File: src/hw/addr_router_defs.svh
// build-time sizes for the address router
// include wherever a width or count is needed; the guard allows repeated includes
`ifndef ADDR_ROUTER_DEFS_SVH
`define ADDR_ROUTER_DEFS_SVH

// number of target ports behind the router
`define AR_NUM_PORTS 4

// number of rules in the runtime address map
`define AR_NUM_RULES 6

// request payload widths
`define AR_ADDR_W 32
`define AR_ID_W 4
`define AR_DATA_W 32

// input buffer entries
// upstream starts with this many credits
`define AR_BUF_DEPTH 4

// credits the router holds per target port out of reset
`define AR_PORT_CREDITS 2

`endif

File: src/hw/addr_router_pkg.sv
// shared types of the address router
// modules refer to these by addr_router_pkg::name
`include "addr_router_defs.svh"

package addr_router_pkg;

  // payload fields of a single-beat request
  typedef logic [`AR_ADDR_W-1:0] addr_t;
  typedef logic [`AR_ID_W-1:0] id_t;
  typedef logic [`AR_DATA_W-1:0] data_t;

  // selects one target port
  typedef logic [$clog2(`AR_NUM_PORTS)-1:0] port_idx_t;

  // per-port credit count, must hold the full reset value
  typedef logic [$clog2(`AR_PORT_CREDITS + 1)-1:0] credit_t;

  // one address map entry
  // matches start_addr <= addr < end_addr
  typedef struct packed {
    port_idx_t port_idx;
    addr_t     start_addr;
    addr_t     end_addr;
  } rule_t;

  // request as it travels through buffer and out to targets
  typedef struct packed {
    addr_t addr;
    id_t   id;
    data_t data;
  } req_t;

  // dispatch control, dispatch means the buffer has a head
  typedef enum logic {
    rtr_idle,
    rtr_dispatch
  } rtr_state_t;

endpackage

File: src/hw/addr_decode.sv
// combinational address decoder that maps an address onto a target port
// the highest matching rule index wins and unmapped addresses go to default or error
// clk_i only samples the map consistency checks
`timescale 1ns/1ps
`include "addr_router_defs.svh"

module addr_decode (
  input  logic                                       clk_i,
  // address under decode
  input  addr_router_pkg::addr_t                     addr_i,
  // runtime map held stable during traffic
  input  addr_router_pkg::rule_t [`AR_NUM_RULES-1:0] addr_map_i,
  // fallback for unmapped addresses
  input  logic                                       en_default_i,
  input  addr_router_pkg::port_idx_t                 default_idx_i,
  // decode result
  output addr_router_pkg::port_idx_t                 port_idx_o,
  output logic                                       dec_valid_o,
  output logic                                       dec_error_o
);

  always_comb begin
    // without a match the default port is used if enabled and an error otherwise
    port_idx_o  = en_default_i ? default_idx_i : '0;
    dec_valid_o = 1'b0;
    dec_error_o = ~en_default_i;

    // later rules overwrite earlier ones
    // so the highest index match is what remains
    for (int i = 0; i < `AR_NUM_RULES; i++) begin
      if ((addr_i >= addr_map_i[i].start_addr) && (addr_i < addr_map_i[i].end_addr)) begin
        port_idx_o  = addr_map_i[i].port_idx;
        dec_valid_o = 1'b1;
        dec_error_o = 1'b0;
      end
    end
  end

  // map consistency checked on every clock edge
  for (genvar i = 0; i < `AR_NUM_RULES; i++) begin : gen_rule_chk
    // an inverted range would silently never match
    a_rule_range: assert property (
      @(posedge clk_i) addr_map_i[i].start_addr <= addr_map_i[i].end_addr
    ) else begin
      $error("addr_decode: rule %0d start %h above end %h", i,
             addr_map_i[i].start_addr, addr_map_i[i].end_addr);
    end
  end

endmodule

File: src/hw/req_router.sv
// request side of the router with input buffer, head decode and dispatch
// credits flow both ways so upstream gets one back per buffer pop
// and each target port is fed only while its counter is above zero
`timescale 1ns/1ps
`include "addr_router_defs.svh"

module req_router (
  input  logic                                       clk_i,
  input  logic                                       rst_n_i,
  // upstream push of one beat per request
  input  logic                                       req_valid_i,
  input  addr_router_pkg::req_t                      req_i,
  output logic                                       crd_o,
  // address map configuration
  input  addr_router_pkg::rule_t [`AR_NUM_RULES-1:0] addr_map_i,
  input  logic                                       en_default_i,
  input  addr_router_pkg::port_idx_t                 default_idx_i,
  // target side with payload shared by all ports
  output logic [`AR_NUM_PORTS-1:0]                   req_valid_o,
  output addr_router_pkg::req_t                      req_o,
  input  logic [`AR_NUM_PORTS-1:0]                   crd_i,
  // decode error response
  output logic                                       err_valid_o,
  output addr_router_pkg::id_t                       err_id_o
);

  localparam int unsigned PTR_W = (`AR_BUF_DEPTH > 1) ? $clog2(`AR_BUF_DEPTH) : 1;
  localparam int unsigned CNT_W = $clog2(`AR_BUF_DEPTH + 1);

  // circular input buffer
  addr_router_pkg::req_t buf_q [`AR_BUF_DEPTH];
  logic [PTR_W-1:0] wr_ptr_q;
  logic [PTR_W-1:0] rd_ptr_q;
  logic [CNT_W-1:0] count_q;
  logic [CNT_W-1:0] count_d;

  addr_router_pkg::rtr_state_t state_q;
  addr_router_pkg::rtr_state_t state_d;

  // credits held towards each target
  addr_router_pkg::credit_t credit_q [`AR_NUM_PORTS];

  addr_router_pkg::req_t      head;
  addr_router_pkg::port_idx_t dec_idx;
  logic                       dec_error;
  logic                       head_valid;
  logic                       has_credit;
  logic                       push;
  logic                       pop;
  logic                       send;
  logic [`AR_NUM_PORTS-1:0]   send_vec;

  // decode always looks at the buffer head
  addr_decode u_addr_decode (
    .clk_i         (clk_i),
    .addr_i        (head.addr),
    .addr_map_i    (addr_map_i),
    .en_default_i  (en_default_i),
    .default_idx_i (default_idx_i),
    .port_idx_o    (dec_idx),
    // a miss with default enabled also steers to dec_idx
    .dec_valid_o   (),
    .dec_error_o   (dec_error)
  );

  assign head       = buf_q[rd_ptr_q];
  assign head_valid = (state_q == addr_router_pkg::rtr_dispatch);
  assign push       = req_valid_i;

  // head leaves when its port has a credit or straight away on error
  assign has_credit = (credit_q[dec_idx] != '0);
  assign send       = head_valid & ~dec_error & has_credit;
  assign pop        = head_valid & (dec_error | has_credit);

  always_comb begin
    for (int p = 0; p < `AR_NUM_PORTS; p++) begin
      send_vec[p] = send && (dec_idx == addr_router_pkg::port_idx_t'(p));
    end
  end

  always_comb begin
    case ({push, pop})
      2'b10:   count_d = count_q + 1'b1;
      2'b01:   count_d = count_q - 1'b1;
      default: count_d = count_q;
    endcase
    // dispatch whenever something sits in the buffer
    state_d = (count_d != '0) ? addr_router_pkg::rtr_dispatch : addr_router_pkg::rtr_idle;
  end

  // buffer storage
  always_ff @(posedge clk_i) begin
    if (push) begin
      buf_q[wr_ptr_q] <= req_i;
    end
  end

  always_ff @(posedge clk_i or negedge rst_n_i) begin
    if (!rst_n_i) begin
      wr_ptr_q <= '0;
      rd_ptr_q <= '0;
      count_q  <= '0;
      state_q  <= addr_router_pkg::rtr_idle;
    end else begin
      if (push) begin
        wr_ptr_q <= (wr_ptr_q == PTR_W'(`AR_BUF_DEPTH - 1)) ? '0 : wr_ptr_q + 1'b1;
      end
      if (pop) begin
        rd_ptr_q <= (rd_ptr_q == PTR_W'(`AR_BUF_DEPTH - 1)) ? '0 : rd_ptr_q + 1'b1;
      end
      count_q <= count_d;
      state_q <= state_d;
    end
  end

  // per-port credit counters where return and spend may coincide
  always_ff @(posedge clk_i or negedge rst_n_i) begin
    if (!rst_n_i) begin
      for (int p = 0; p < `AR_NUM_PORTS; p++) begin
        credit_q[p] <= addr_router_pkg::credit_t'(`AR_PORT_CREDITS);
      end
    end else begin
      for (int p = 0; p < `AR_NUM_PORTS; p++) begin
        case ({crd_i[p], send_vec[p]})
          2'b10:   credit_q[p] <= credit_q[p] + 1'b1;
          2'b01:   credit_q[p] <= credit_q[p] - 1'b1;
          default: credit_q[p] <= credit_q[p];
        endcase
      end
    end
  end

  // output valids and the upstream credit as one cycle pulses
  always_ff @(posedge clk_i or negedge rst_n_i) begin
    if (!rst_n_i) begin
      req_valid_o <= '0;
      err_valid_o <= 1'b0;
      crd_o       <= 1'b0;
    end else begin
      req_valid_o <= send_vec;
      err_valid_o <= pop & dec_error;
      crd_o       <= pop;
    end
  end

  // payload only qualified by the valids above
  always_ff @(posedge clk_i) begin
    if (send) begin
      req_o <= head;
    end
    if (pop && dec_error) begin
      err_id_o <= head.id;
    end
  end

  // upstream pushed without holding a credit
  a_no_push_full: assert property (
    @(posedge clk_i) disable iff (!rst_n_i) req_valid_i |-> (count_q != CNT_W'(`AR_BUF_DEPTH))
  ) else $error("req_router: push into a full input buffer");

  // a target handed back a credit it did not owe
  for (genvar p = 0; p < `AR_NUM_PORTS; p++) begin : gen_crd_chk
    a_crd_max: assert property (
      @(posedge clk_i) disable iff (!rst_n_i)
      credit_q[p] <= addr_router_pkg::credit_t'(`AR_PORT_CREDITS)
    ) else $error("req_router: port %0d credit count above limit", p);
  end

endmodule

File: src/hw/addr_router_top.sv
// top level of the address router
// connects the outside ports straight to the request router
`timescale 1ns/1ps
`include "addr_router_defs.svh"

module addr_router_top (
  input  logic                                       clk_i,
  input  logic                                       rst_n_i,
  // upstream request channel
  input  logic                                       req_valid_i,
  input  addr_router_pkg::req_t                      req_i,
  output logic                                       crd_o,
  // address map
  input  addr_router_pkg::rule_t [`AR_NUM_RULES-1:0] addr_map_i,
  input  logic                                       en_default_i,
  input  addr_router_pkg::port_idx_t                 default_idx_i,
  // target ports
  output logic [`AR_NUM_PORTS-1:0]                   req_valid_o,
  output addr_router_pkg::req_t                      req_o,
  input  logic [`AR_NUM_PORTS-1:0]                   crd_i,
  // decode errors
  output logic                                       err_valid_o,
  output addr_router_pkg::id_t                       err_id_o
);

  req_router u_req_router (
    .clk_i         (clk_i),
    .rst_n_i       (rst_n_i),
    .req_valid_i   (req_valid_i),
    .req_i         (req_i),
    .crd_o         (crd_o),
    .addr_map_i    (addr_map_i),
    .en_default_i  (en_default_i),
    .default_idx_i (default_idx_i),
    .req_valid_o   (req_valid_o),
    .req_o         (req_o),
    .crd_i         (crd_i),
    .err_valid_o   (err_valid_o),
    .err_id_o      (err_id_o)
  );

endmodule

File: config.mk
export PLATFORM = sky130hd
export DESIGN_NAME = addr_router_top
export DESIGN_NICKNAME = d
export VERILOG_FILES = /design/src/hw/addr_router_pkg.sv /design/src/hw/addr_decode.sv /design/src/hw/req_router.sv /design/src/hw/addr_router_top.sv
export VERILOG_INCLUDE_DIRS = /design/src /design/src/hw
export SDC_FILE = /design/constraint.sdc
export NUM_CORES = 1
export LEC_CHECK = 0
export BUFFER_PORTS_ARGS = -buffer_cell sky130_fd_sc_hd__buf_2
export CAP_MARGIN = 10
export CORE_MARGIN = 8
export CORE_UTILIZATION = 35
export CTS_BUF_LIST = sky130_fd_sc_hd__clkbuf_4
export DETAILED_ROUTE_END_ITERATION = 16
export GPL_TIMING_DRIVEN = 0
export PLACE_DENSITY = 0.54
export SLEW_MARGIN = 20
export SYNTH_ARGS = -nofsm -noshare
export SYNTH_HDL_FRONTEND = slang
export SYNTH_HIERARCHICAL = 1
export SYNTH_SLANG_ARGS = --single-unit
File: constraint.sdc
create_clock -name clk_i -period 8.3 [get_ports clk_i]
set_clock_uncertainty 0.05 [all_clocks]
set_input_delay 2.49 -clock clk_i [delete_from_list [all_inputs] [get_ports clk_i]]
set_output_delay 2.49 -clock clk_i [all_outputs]
set_load 0.05 [all_outputs]
==> run_results.csv <==
group,metric,value,unit
synthesis,synth.avg_cell_area,12.1,um^2
floorplanning,fp.coreArea,64100,um^2
floorplanning,die_x,270,um
sta,max_slew_margin,42.1,%
synthesis,async_flop_share,6.01,%
sta,slew_violations,0,
global_routing,grt_max_degree,44,
floorplanning,io_pins,552,
final_layout,fillers,6202,
drt,wire_per_inst,23.0,um
clock_tree,cts_tree,"built",
clock_tree,cts_max_level,3,
synthesis,ys_ff_latch,366,
clock_tree,post_cts_buffers,0,
global_routing,overflow,0,
clock_tree,clockBufferDepth,3,
run_status,status,"finished, final reports clean",
drt,ant_nets,0,
global_routing,antenna_found_initial,27,
sta,hold_viol,0,
clock_tree,clock_latency,0.83,ns
pwr,vdd_drop_max,0.000279,V
setup_path,r2r_slack,0.43,ns
drt,wl,79600,um
floorplanning,rows,93,
drt,vias,17400,
setup_path,start_kind,"flop",
pwr,clock_power_share,14.1,%
sta,rsz0062_at_grt,"no",
synthesis,synth-seq-area-share,48.1,%
pwr,p_total,10.4,mW
synthesis,synth_fp_nets,2730,
min_path,min_path_type,"flop to flop",
final_layout,stdcell_count,3458,
floorplanning,die_area,73000,um^2
synthesis,ys_types,68,
placement,gp_congestion,0.954,
setup_path,cp-startpoint,"u_req_router/rd_ptr_q[1]$_DFFE_PN0N_",
drt,drc,0,
synthesis,yosysWarnings,6,
sta,setup_violations,0,
flow_run,drv_cap,0,
clock_tree,cts-root-buf,"clkbuf_4",
pwr,switching_share,46.2,%
drt,drtIter0Drc,1006,
sta,fin_crit,7.87,ns
sta,hold_slack,0.408,ns
synthesis,synth_edf_count,344,
global_routing,grt_pass1_wl,116000,um
synthesis,synthCells,1867,
clock_tree,hold_buffers,0,
global_routing,track_usage,21.1,%
placement,port-buffer-count,551,
floorplanning,initial_utilization,35.3,%
placement,placed_cells,3280,
setup_path,critPathKind,"flop to flop",
final_layout,syn2layout_area_growth,23.1,%
setup_path,cp-end-kind,"flop",
setup_path,worstPathMaxFanout,13,
sta,tightest_slew,0.860,ns
setup_path,arrival,8.48,ns
pwr,seq_power_share,27.7,%
pwr,leakagePower,13.3,nW
setup_path,cp.required,8.91,ns
synthesis,netlist_area,22600,um^2
placement,dpl.hpwl,62800,um
final_layout,drive_gt1_share,30.9,%
clock_tree,path_clk_slew,0.07,ns
sta,fin_crit_sh,94.8,%
pwr,switching_power,4.82,mW
placement,dp_slack,-0.129,ns
setup_path,r2r-start,"u_req_router/rd_ptr_q[1]$_DFFE_PN0N_",
pwr,p_comb_share,58.2,%
final_layout,fin_nets,3385,
floorplanning,die_h,270,um
clock_tree,cts_buffers,95,
sta,finalWorstSetupSlack,0.429,ns
pwr,cellPowerDensity,375,nW/um^2
global_routing,grt_pass1_vias,18600,
pwr,p_int,5.61,mW
clock_tree,cts-resized-gates,0,
clock_tree,cts_sinks,366,
drt,avgViaCountPerCell,5.03,
min_path,hp-start,"u_req_router/count_q[2]$_DFF_PN0_",
sta,clock.fmax,127,MHz
drt,firstDrtPassIters,5,
synthesis,ys.flop_type,"edfxtp_1",
## area by class of cell
class / instances / area, um^2 / share of cell area (%)
repair buffers: 558 / 2930 / 10.5
flip-flops and latches: 366 / 10900 / 39.1
clock inverters: 30 / 149 / 0.535
clock buffers: 134 / 1010 / 3.61
multi-input cells: 1101 / 10200 / 36.8
well taps: 855 / 1070 / 3.84
inverters: 384 / 1440 / 5.18
diodes: 14 / 35.0 / 0.126
plain buffers: 16 / 70.1 / 0.252
## placed cells by master, fill, tap and decap left out, types with 15 or more instances in the layout
| cell | Yosys | final |
|---|---|---|
| buf_2 | 8 | 559 |
| ha_1 | 388 | 388 |
| inv_1 | 384 | 384 |
| edfxtp_1 | 344 | 344 |
| clkbuf_4 | 0 | 134 |
| a21oi_1 | 104 | 104 |
| o21ai_0 | 73 | 73 |
| nand2_1 | 69 | 69 |
| mux4_2 | 68 | 68 |
| nor2_1 | 56 | 56 |
| a21o_1 | 44 | 44 |
| nand4_1 | 39 | 39 |
| a211oi_1 | 28 | 27 |
| nand3_1 | 25 | 25 |
| clkinv_1 | 0 | 19 |
| nor3_1 | 19 | 19 |
| dfrtp_1 | 18 | 18 |
| o21a_1 | 15 | 15 |
## power groups by stage
stage | logic [mW] | registers, mW | clock network [mW]
3_5_place_dp | 6.11 | 2.92 | 0
3_3_place_gp | 5.70 | 2.96 | 0
5_1_grt | 6.70 | 2.92 | 1.63
6_report | 6.07 | 2.89 | 1.47
2_1_floorplan | 3.34 | 3.63 | 0
4_1_cts | 6.13 | 2.89 | 1.55
## flip-flops by register name, indices dropped and copies added, names as in the netlist
signal and flops:
u_req_router/buf_q 272, u_req_router/req_o 68, u_req_router/credit_q 8, u_req_router/err_id_o 4, u_req_router/req_valid_o 4, u_req_router/count_q 3
u_req_router/rd_ptr_q 2, u_req_router/wr_ptr_q 2, u_req_router/crd_o 1, u_req_router/err_valid_o 1, u_req_router/head_valid 1
## metal layers
| layer | vias to the layer above | global-route usage [%] | wire, um |
|---|---|---|---|
| met2 | 599 | 36.5 | 39300 |
| met4 | 22 | 7.44 | 2230 |
| met3 | 127 | 6.36 | 5820 |
| met1 | 8362 | 24.5 | 32100 |
| met5 | - | 0 | 140 |
| li1 | 8292 | - | - |
## kinds of logic after synthesis
kind of cell / after synthesis / share of synthesized area, %
adder cells (fa/ha/maj): 389 / 21.6
flip-flops: 366 / 48.1
AO/OA/AOI/OAI: 337 / 9.49
XOR/XNOR: 15 / 0.581
AND/OR/NAND/NOR: 290 / 6.69
multiplexers: 70 / 6.87
buffers and inverters: 400 / 6.68
## worst max-delay path, stage by stage (launching register included)
cell	delay (ns)
dfrtp_1	0.35
clkbuf_1	0.38
clkbuf_1	0.56
mux4_2	0.65
ha_1	0.41
nand4_1	0.10
or3_1	0.42
nor3_1	0.59
o41a_1	0.42
nor4_1	0.13
nor3_1	0.41
a211o_1	0.21
a22oi_1	0.08
a211oi_2	0.64
or4b_1	0.54
nand2_1	0.16
nor2_1	0.09
o21a_1	0.21
ha_1	0.23
fa_1	0.44
mux2_2	0.29
or3_1	0.37
## stage by stage
stage          cell area, um^2  TNS, ns  utilization (%)
2_1_floorplan            22600        0                -
3_3_place_gp             26400  -170.43             41.2
3_5_place_dp             26600   -0.129             41.5
4_1_cts                  27800        0             43.3
5_1_grt                  27800        0             43.4
6_report                 27800        0             43.4
## synth_stat cells (all sizes together), types with 8 or more instances
master	count	area share [%]
edfxtp	344	46
clkbuf	8	0.13
dfrtp	18	2.0
nor3	19	0.42
ha	388	21
xnor2	10	0.39
inv	384	6.4
buf	8	0.18
o21ai	77	1.7
o21a	17	0.58
and4	11	0.43
nor2	58	0.98
a211oi	29	0.98
nand3	25	0.55
nor2b	14	0.39
mux4	68	6.8
nand2b	10	0.28
nand2	69	1.1
a21o	44	1.5
nand4	39	1.1
o211ai	9	0.32
a21oi	104	2.3
nor4	8	0.22
## worst paths after layout
kind	to	cells after the start
setup / recovery	u_req_router/head_valid$_DFF_PN0_	21
hold / removal	u_req_router/count_q[2]$_DFF_PN0_	1
setup reg to reg	u_req_router/head_valid$_DFF_PN0_	21
hold reg to reg	u_req_router/count_q[2]$_DFF_PN0_	1
max in group asynchronous	u_req_router/credit_q[5]$_DFFE_PN1P_	1
min in group asynchronous	u_req_router/rd_ptr_q[0]$_DFFE_PN0N_	1
No activity file was read; power rests on OpenSTA's default activity.
